$ cat src/source/icache_pkg.sv
`default_nettype none

package icache_pkg;

    // Cache geometry
    localparam int BLOCK_WORDS = 4;
    localparam int OFFSET_WIDTH = 2;
    localparam int INDEX_WIDTH = 4;
    localparam int TAG_WIDTH = 32 - 2 - OFFSET_WIDTH - INDEX_WIDTH;
    localparam int LINES = 1 << INDEX_WIDTH;

    // Byte bits of one cache line, cleared to get the burst start address
    localparam logic [31:0] LINE_MASK = 32'(BLOCK_WORDS * 4 - 1);

    // AXI read burst encoding
    localparam logic [7:0] BURST_LEN = 8'(BLOCK_WORDS - 1);
    localparam logic [1:0] BURST_INCR = 2'b01;

    typedef logic [31:0] icache_word_t;
    typedef logic [OFFSET_WIDTH-1:0] icache_offset_t;

    // PC split as the cache sees it
    typedef struct packed {
        logic [TAG_WIDTH-1:0] tag;
        logic [INDEX_WIDTH-1:0] index;
        icache_offset_t offset;
        logic [1:0] byte_offset;
    } icache_addr_fields_t;

    typedef union packed {
        logic [31:0] word;
        icache_addr_fields_t fields;
    } icache_addr_t;

    // Fetch unit strobes
    typedef struct packed {
        logic valid;
        icache_addr_t addr;
    } fetch_req_t;

    typedef struct packed {
        logic ready;
        icache_word_t word;
    } fetch_rsp_t;

    // AXI read address and read data channels
    typedef struct packed {
        logic valid;
        icache_addr_t addr;
        logic [7:0] len;
        logic [1:0] burst;
    } axi_ar_t;

    typedef struct packed {
        logic valid;
        icache_word_t data;
        logic last;
    } axi_r_t;

    typedef enum logic [1:0] {
        CTRL_IDLE,
        CTRL_LOOKUP,
        CTRL_REFILL,
        CTRL_RESPOND
    } ctrl_state_t;

endpackage

`default_nettype wire

$ cat src/source/icache_ctrl.sv
`timescale 1ns/1ns
`default_nettype none

module icache_ctrl (
    input  logic                      clk,
    input  logic                      reset,
    input  icache_pkg::fetch_req_t    req,
    input  logic                      hit,
    input  icache_pkg::icache_word_t  rd_word,
    input  logic                      refill_done,
    output icache_pkg::fetch_rsp_t    rsp,
    output icache_pkg::icache_addr_t  lookup_addr,
    output logic                      refill_start,
    output logic                      tag_write,
    output icache_pkg::ctrl_state_t   state
);

    icache_pkg::ctrl_state_t next_state;

    always_ff @(posedge clk) begin
        if (reset) begin
            state <= icache_pkg::CTRL_IDLE;
        end else begin
            state <= next_state;
        end
    end

    // PC is held for the whole lookup and refill
    always_ff @(posedge clk) begin
        if (state == icache_pkg::CTRL_IDLE && req.valid) begin
            lookup_addr <= req.addr;
        end
    end

    always_comb begin
        next_state = state;
        case (state)
            icache_pkg::CTRL_IDLE: begin
                if (req.valid) begin
                    next_state = icache_pkg::CTRL_LOOKUP;
                end
            end
            icache_pkg::CTRL_LOOKUP: begin
                if (hit) begin
                    next_state = icache_pkg::CTRL_IDLE;
                end else begin
                    next_state = icache_pkg::CTRL_REFILL;
                end
            end
            icache_pkg::CTRL_REFILL: begin
                // Last beat lands in the data array on this edge
                if (refill_done) begin
                    next_state = icache_pkg::CTRL_RESPOND;
                end
            end
            icache_pkg::CTRL_RESPOND: begin
                next_state = icache_pkg::CTRL_IDLE;
            end
            default: begin
                next_state = icache_pkg::CTRL_IDLE;
            end
        endcase
    end

    // Miss kicks off the burst in the lookup cycle itself
    assign refill_start = (state == icache_pkg::CTRL_LOOKUP) && !hit;
    assign tag_write = (state == icache_pkg::CTRL_REFILL) && refill_done;

    // Answer straight from the arrays, either on a hit or from the new line
    assign rsp.ready = ((state == icache_pkg::CTRL_LOOKUP) && hit) ||
                       (state == icache_pkg::CTRL_RESPOND);
    assign rsp.word = rd_word;

endmodule

`default_nettype wire

$ cat src/source/icache_data_array.sv
`timescale 1ns/1ns
`default_nettype none

module icache_data_array (
    input  logic                        clk,
    input  icache_pkg::icache_addr_t    addr,
    input  logic                        beat_write,
    input  icache_pkg::icache_offset_t  beat_index,
    input  icache_pkg::icache_word_t    beat_word,
    output icache_pkg::icache_word_t    rd_word
);

    icache_pkg::icache_word_t lines [icache_pkg::LINES][icache_pkg::BLOCK_WORDS];

    // One word per refill beat, into the line being looked up
    always_ff @(posedge clk) begin
        if (beat_write) begin
            lines[addr.fields.index][beat_index] <= beat_word;
        end
    end

    assign rd_word = lines[addr.fields.index][addr.fields.offset];

endmodule

`default_nettype wire

$ cat src/source/icache_refill.sv
`timescale 1ns/1ns
`default_nettype none

module icache_refill (
    input  logic                        clk,
    input  logic                        reset,
    input  logic                        start,
    input  icache_pkg::icache_addr_t    line_addr,
    input  logic                        ar_ready,
    input  icache_pkg::axi_r_t          r,
    output icache_pkg::axi_ar_t         ar,
    output logic                        r_ready,
    output logic                        beat_write,
    output icache_pkg::icache_offset_t  beat_index,
    output icache_pkg::icache_word_t    beat_word,
    output logic                        done
);

    typedef enum logic [1:0] {
        RF_IDLE,
        RF_ADDR,
        RF_DATA
    } refill_state_t;

    refill_state_t rf_state;
    icache_pkg::icache_offset_t beat_count;
    icache_pkg::icache_addr_t aligned_addr;

    // Burst starts at word 0 of the line
    assign aligned_addr.word = line_addr.word & ~icache_pkg::LINE_MASK;

    always_ff @(posedge clk) begin
        if (reset) begin
            rf_state <= RF_IDLE;
            beat_count <= '0;
        end else begin
            case (rf_state)
                RF_IDLE: begin
                    if (start) begin
                        beat_count <= '0;
                        if (ar_ready) begin
                            rf_state <= RF_DATA;
                        end else begin
                            rf_state <= RF_ADDR;
                        end
                    end
                end
                RF_ADDR: begin
                    if (ar_ready) begin
                        rf_state <= RF_DATA;
                    end
                end
                RF_DATA: begin
                    if (beat_write) begin
                        beat_count <= beat_count + icache_pkg::icache_offset_t'(1);
                        if (r.last) begin
                            rf_state <= RF_IDLE;
                        end
                    end
                end
                default: begin
                    rf_state <= RF_IDLE;
                end
            endcase
        end
    end

    // Address goes out in the start cycle and holds until accepted
    assign ar.valid = ((rf_state == RF_IDLE) && start) || (rf_state == RF_ADDR);
    assign ar.addr = aligned_addr;
    assign ar.len = icache_pkg::BURST_LEN;
    assign ar.burst = icache_pkg::BURST_INCR;

    assign r_ready = (rf_state == RF_DATA);
    assign beat_write = r_ready && r.valid;
    assign beat_index = beat_count;
    assign beat_word = r.data;
    assign done = beat_write && r.last;

endmodule

`default_nettype wire

$ cat src/source/icache_tag_array.sv
`timescale 1ns/1ns
`default_nettype none

module icache_tag_array (
    input  logic                      clk,
    input  logic                      reset,
    input  icache_pkg::icache_addr_t  addr,
    input  logic                      tag_write,
    output logic                      hit
);

    logic [icache_pkg::LINES-1:0] valid_bits;
    logic [icache_pkg::TAG_WIDTH-1:0] tags [icache_pkg::LINES];

    always_ff @(posedge clk) begin
        if (reset) begin
            valid_bits <= '0;
        end else if (tag_write) begin
            valid_bits[addr.fields.index] <= 1'b1;
        end
    end

    always_ff @(posedge clk) begin
        if (tag_write) begin
            tags[addr.fields.index] <= addr.fields.tag;
        end
    end

    // Compare in the same cycle as the read
    assign hit = valid_bits[addr.fields.index] &&
                 (tags[addr.fields.index] == addr.fields.tag);

endmodule

`default_nettype wire

$ cat src/source/icache_top.sv
`timescale 1ns/1ns
`default_nettype none

module icache_top (
    input  logic                    clk,
    input  logic                    reset,
    input  icache_pkg::fetch_req_t  req,
    output icache_pkg::fetch_rsp_t  rsp,
    output icache_pkg::axi_ar_t     ar,
    input  logic                    ar_ready,
    input  icache_pkg::axi_r_t      r,
    output logic                    r_ready
);

    icache_pkg::icache_addr_t lookup_addr;
    icache_pkg::icache_word_t rd_word;
    icache_pkg::ctrl_state_t ctrl_state;
    logic hit;
    logic tag_write;
    logic refill_start;
    logic refill_done;

    // Refill beat path into the data array
    logic beat_write;
    icache_pkg::icache_offset_t beat_index;
    icache_pkg::icache_word_t beat_word;

    icache_ctrl ctrl0 (
        .clk          (clk),
        .reset        (reset),
        .req          (req),
        .hit          (hit),
        .rd_word      (rd_word),
        .refill_done  (refill_done),
        .rsp          (rsp),
        .lookup_addr  (lookup_addr),
        .refill_start (refill_start),
        .tag_write    (tag_write),
        .state        (ctrl_state)
    );

    icache_tag_array tags0 (
        .clk       (clk),
        .reset     (reset),
        .addr      (lookup_addr),
        .tag_write (tag_write),
        .hit       (hit)
    );

    icache_data_array data0 (
        .clk        (clk),
        .addr       (lookup_addr),
        .beat_write (beat_write),
        .beat_index (beat_index),
        .beat_word  (beat_word),
        .rd_word    (rd_word)
    );

    icache_refill refill0 (
        .clk        (clk),
        .reset      (reset),
        .start      (refill_start),
        .line_addr  (lookup_addr),
        .ar_ready   (ar_ready),
        .r          (r),
        .ar         (ar),
        .r_ready    (r_ready),
        .beat_write (beat_write),
        .beat_index (beat_index),
        .beat_word  (beat_word),
        .done       (refill_done)
    );

endmodule

`default_nettype wire
$ cat config.mk
export PLATFORM = sky130hd
export DESIGN_NAME = icache_top
export DESIGN_NICKNAME = d
export VERILOG_FILES = /design/src/source/icache_pkg.sv /design/src/source/icache_ctrl.sv /design/src/source/icache_data_array.sv /design/src/source/icache_refill.sv /design/src/source/icache_tag_array.sv /design/src/source/icache_top.sv
export SDC_FILE = /design/constraint.sdc
export NUM_CORES = 2
export LEC_CHECK = 0
export ABC_AREA = 0
export BUFFER_PORTS_ARGS = -buffer_cell sky130_fd_sc_hd__buf_2
export CAP_MARGIN = 20
export CORE_MARGIN = 1
export CORE_UTILIZATION = 55
export CTS_BUF_LIST = sky130_fd_sc_hd__clkbuf_4 sky130_fd_sc_hd__clkbuf_8
export DETAILED_ROUTE_END_ITERATION = 8
export GPL_TIMING_DRIVEN = 1
export HOLD_SLACK_MARGIN = 0.1
export PLACE_DENSITY = 0.77
export SYNTH_ARGS = -nofsm -noshare
export SYNTH_HDL_FRONTEND = slang
export SYNTH_SLANG_ARGS = --single-unit
$ cat constraint.sdc
create_clock -name clk -period 3.6 [get_ports clk]
set_clock_uncertainty 0.1 [all_clocks]
set_input_delay 0.36 -clock clk [delete_from_list [all_inputs] [get_ports clk]]
set_output_delay 0.36 -clock clk [all_outputs]
set_load 0.02 [all_outputs]
Word level (Yosys, flattened, before mapping)

Memory sizes are Yosys's and may differ from the RTL's. A register that Yosys moved wholly into a read port is not among the register bits.
Index checks and enable logic that the tools add are counted.

Register bits: 54
Latch bits: 0
RAM bits: 2432
ROM bits: 0
Output and inout port bits: 77
Memories: 2

Add/subtract/negate cells: 1
$mul: 0
Divide/modulo/power cells: 0
$lt $le $gt $ge: 5
Eq/ne operators: 12
Shifts and indexed selects: 0
Mux-type cells: 28
Bitwise operators: 3
Reduce and logical (&&, ||, !) cells: 19

Memory list:

| memory      | words | width | read ports | clocked after memory_dff | wr ports | line                    | source |
|---|---|---|---|---|---|---|---|
| data0.lines | 16    | 128   | 1          | 1                        | 1        | icache_data_array.sv:13 | `icache_pkg::icache_word_t lines [icache_pkg::LINES][icache_pkg::BLOCK_WORDS];` |
| tags0.tags  | 16    | 24    | 1          | 1                        | 1        | icache_tag_array.sv:13  | `logic [icache_pkg::TAG_WIDTH-1:0] tags [icache_pkg::LINES];` |

Operators with widths:

| cell                 | number |
|---|---|
| $mux W128            | 1 |
| $mux W32             | 3 |
| $bmux W32 S2         | 1 |
| $demux W32 S2        | 1 |
| $eq A24 B24 Y1       | 1 |
| $mux W2              | 10 |
| $or A16 B16 Y16      | 1 |
| $logic_and A1 B1 Y1  | 10 |
| $mux W4              | 2 |
| $ne A2 B2 Y1 const B | 4 |
| $pmux W2 S4          | 1 |
| $eq A2 B2 Y1 const B | 3 |
| $ge A3 B3 Y1 const B | 2 |
| $not A2 Y3           | 2 |
| $pmux W2 S3          | 1 |
| $lt A4 B5 Y1 const B | 1 |
| $mux W1              | 5 |
| $bmux W1 S4          | 1 |
| $demux W1 S4         | 1 |
| $eq A2 B1 Y1 const B | 2 |
| $ge A4 B1 Y1 const B | 1 |
| $logic_not A2 Y1     | 2 |
| $ne A2 B1 Y1 const B | 2 |
| $pmux W2 S2          | 1 |
| other kinds (8)      | 9 |

Logic depth before layout (Yosys ltp)

Depth in word-level cells: 7
Mapped depth: 12
Depth with buffers taken out: 8

Cells and area by module

From an unflattened synthesis, not the netlist that was laid out.

Cell total of the unflattened synthesis: 4427
Area total of the unflattened synthesis: 96062.1 um^2

By module, submodules not included:

| module            | instances | cells an instance | area an instance (um^2) | sequential area each (um^2) |
|---|---|---|---|---|
| icache_data_array | 1         | 3496              | 78262.6                 | 61499.0 |
| icache_tag_array  | 1         | 758               | 15721.3                 | 11851.4 |
| icache_ctrl       | 1         | 74                | 1306.3                  | 1001.0 |
| icache_refill     | 1         | 99                | 772.0                   | 80.1 |

Worst setup path after synthesis

Ideal clock, no wire load.

Path kind: flip-flop to flip-flop
From: register ctrl0.state[0]
To: register with a tool-made name
Setup time: 0.121 ns
Arrival time: 3.367 ns
Required time: 3.379 ns
Setup slack: 0.012 ns
Cell stages (with the launch flop): 3
Buffers on the path: 0
Cell sequence: dfxtp_1 nor3b_1 mux2_2

RTL lines:

| element                | line              | source |
|---|---|---|
| start, declared        | icache_ctrl.sv:15 | `output icache_pkg::ctrl_state_t state` |
| start signal, assigned | icache_ctrl.sv:22 | `state <= icache_pkg::CTRL_IDLE;` |
| start signal, assigned | icache_ctrl.sv:24 | `state <= next_state;` |

==> results.md <==
* Total setup violations reported at the end of the flow at 34
* Total length of routed wires at 263 mm
* Site Rows at 152
* X dimension of the die at 418 um
* Violation count after the first detailed-routing iteration at 7207
* Placer Congestion at 0.776
* Total non-filler cell area in the finished layout at 112000 um2
* Growth of design area from synthesis to finish at 17.2%
* Pleak at 0.0356 uW
* Number of sinks handled by clock tree synthesis at 2488
* Number of nets in the layout at 4702
* Total of flip-flops plus latches after synthesis at 2488
* Total of fill cells in the finished design at 10300
* Detail-routed net length per standard cell at 36.4 um
* Synth top area share at 0.775
* Hold Slack at 176 ps
* Leading cell types by total area after synthesis: edfxtp_1 (77%), mux4_2 (18%), buf_2 (0.69%)
* Summed negative setup slack over all endpoints at -31670 ps
* CP endpoint kind: output pin
* Number of antenna violations at the first check in global routing at 11
* Category of the most critical setup path: reg2out
* Starting density of the core at 0.555
* Residual DRC at 0
* Status: finished with violations
* Count of yosys warnings during synthesis at 0
* Pin count of the biggest net entering global routing at 65
* RSZ-0062 raised after global routing: yes
* Final worst-path cycle share at 1.29
* Number of top-level pins at 147
* EDFF count, synth at 2462
* Mean Syn Cell Area at 24.4 um2
* Transition time at the pin with the least slew margin at 1100 ps
* First-pass GRT wire length at 352 mm
* Fraction of layout cells with a size suffix above 1 at 0.390
* Post-synthesis cell area at 95400 um2
* Number of slew-limit violations in the final report at 0
* Required time at the worst-slack endpoint at 3140 ps
* Placeable core region at 172000 um2
* Final worst path period need at 4650 ps
* Worst min-delay path class: in2reg
* Most numerous cell types in the synthesized netlist: edfxtp_1 (2462), mux4_2 (746), buf_2 (132), nor2_1 (122), mux2i_1 (54)
* Skew-Pair Late Insertion Delay at 1040 ps
* Clock-pin slew of the registers on the worst-case setup and hold paths at 60 ps
* Number of search-and-repair iterations in the first detailed-routing pass at 6
* Fraction of the yosys area taken by sequential cells at 0.780
* Die height at 418 um
* Routed vias/inst at 6.71
* Final Hold Viols at 0
* Gate count of the mapped netlist at 3902
* Most frequent cell after synthesis: edfxtp_1
* Data arrival time of the worst path at 4190 ps
* Full die area at 175000 um2
* Worst setup SP type: flip-flop
* Max-cap check violation count at 0
* Unique cell type count in the Yosys netlist at 62
* Design Power at 60900 uW
* Buffers on Ports at 130
* Power density over the cells at 544 nW/um2
* Maximum net fanout on the critical path at 5
* Clock H-tree levels at 5
* IR Drop Worst-Case VDD at 450 uV
* Async SR Flop Fraction at 0
* Number of vias in the routed layout at 48400
* Overall overflow remaining after global route at 0
* Prevailing post-synth register cell: edfxtp_1
* Global-route usage over all layers at 0.291
* Clock tree from TritonCTS: built
* Final WS setup at -1050 ps
* Cell chosen for the clock root: clkbuf_8
* Number of global-route vias before repair at 48600
* Highest clock rate at 215 MHz
* Maximum root-to-sink buffer count at 4
* Num CTS Buffers at 388
* Tightest slew margin relative to the limit at 0.269
* Cell area reported after detailed placement at 101000 um2
* Violations in the final reports: negative setup slack
* HPWL Detailed at 122 mm
* Number of nets still failing antenna checks after routing at 0
* Largest area contributor in the netlist: edfxtp_1
==> worst max-delay path, stage by stage, from the launching register on <==
cell and delay, ps:
dfxtp_4 370, buf_12 130, buf_12 120, mux4_2 510
mux2i_2 240, nor2_1 90, or3_1 390, a2111oi_4 480
nand3_4 150, o311ai_4 390, a21oi_2 120, buf_6 150
==> cell families after synthesis <==
family                     count (synthesis)  share of synthesized area
and+or+nand+nor                          226                     0.0105
buffers and inverters                    249                     0.0142
DFF                                     2488                      0.780
AOI/OAI and AO/OA                         74                    0.00620
adders and majority gates                  4                   0.000525
other                                      2                  0.0000787
muxes                                    828                      0.185
xor gates and xnor gates                  31                    0.00285
==> final timing paths <==
path | startpoint | end | slack, ps | depth (start not counted)
worst max-delay path | flip-flop | ar[42] | -1050 | 11
worst min-delay path | req[4] | flip-flop | 180 | 3
worst max register to register | flip-flop | refill0.rf_state[0] | 30 | 14
worst min register to register | tags0.valid_bits[11] | tags0.valid_bits[11] | 370 | 2
==> per-stage QoR <==
stage | setup slack, ps | std cells | utilization
after global placement | -111 | 6354 | 0.590
after global routing | -1160 | 7221 | 0.651
final | -1050 | 7223 | 0.651
after CTS | -1030 | 7160 | 0.644
after floorplan | 11.8 | 3914 | -
after detailed placement | -119 | 6354 | 0.590
==> layout by cell type, fill, tap and decap left out, types with 6 or more instances in the layout <==
cell	n
buf_16	31
clkinv_2	38
mux2i_1	48
bufinv_16	10
nand2b_1	12
nand2_1	38
o22ai_1	11
clkinvlp_4	7
clkbuf_8	395
edfxtp_1	2462
mux4_2	746
xor2_1	15
buf_2	108
mux2i_2	6
nor2b_1	14
conb_1	14
nor2_4	80
clkinv_1	102
dfxtp_1	22
diode_2	8
clkbuf_4	112
mux2_2	26
dlygate4sd3_1	103
buf_4	154
bufbuf_16	8
buf_6	36
a221oi_1	7
nand3_1	15
clkbuf_16	18
xnor2_1	12
nor2_1	40
inv_1	9
a22o_1	6
buf_12	101
==> flip-flops by register name, indices dropped and copies added (netlist names), named ones only <==
register	cells
tags0.valid_bits	16
ctrl0.state	1
tags0.tags	384
ctrl0.lookup_addr	30
refill0.rf_state	2
data0.lines	2048
refill0.beat_index	2
==> repair_timing <==
item,4_1_cts,5_1_grt
hold endpoints to repair,2134,0
gates resized for setup,90,59
pin swaps,11,9
hold buffers,103,0
setup buffers,22,36
setup endpoints to repair,34,35
cloned,14,20
==> cell type report <==
cell class	instances	area [um2]	area share
Inverter	9	33.8	0.000302
Clock buffer	507	6280	0.0561
Clock inverter	160	955	0.00853
Sequential cell	2488	74500	0.666
Multi-Input combinational cell	1177	20400	0.183
Antenna cell	8	20.0	0.000179
Timing Repair Buffer	564	6790	0.0607
Tap cell	2310	2890	0.0258
==> power breakdown <==
group | internal (uW) | switching [uW]
clock network | 12000 | 10900
registers | 31900 | 125
logic | 2980 | 2970
==> per-layer routing <==
metal  track usage  wire length [um]
met4         0.124             14800
met1         0.384             85300
met3        0.0764             36900
met2         0.462            126000
met5             0                 0
Note: power is estimated with default switching activity, not from simulation.
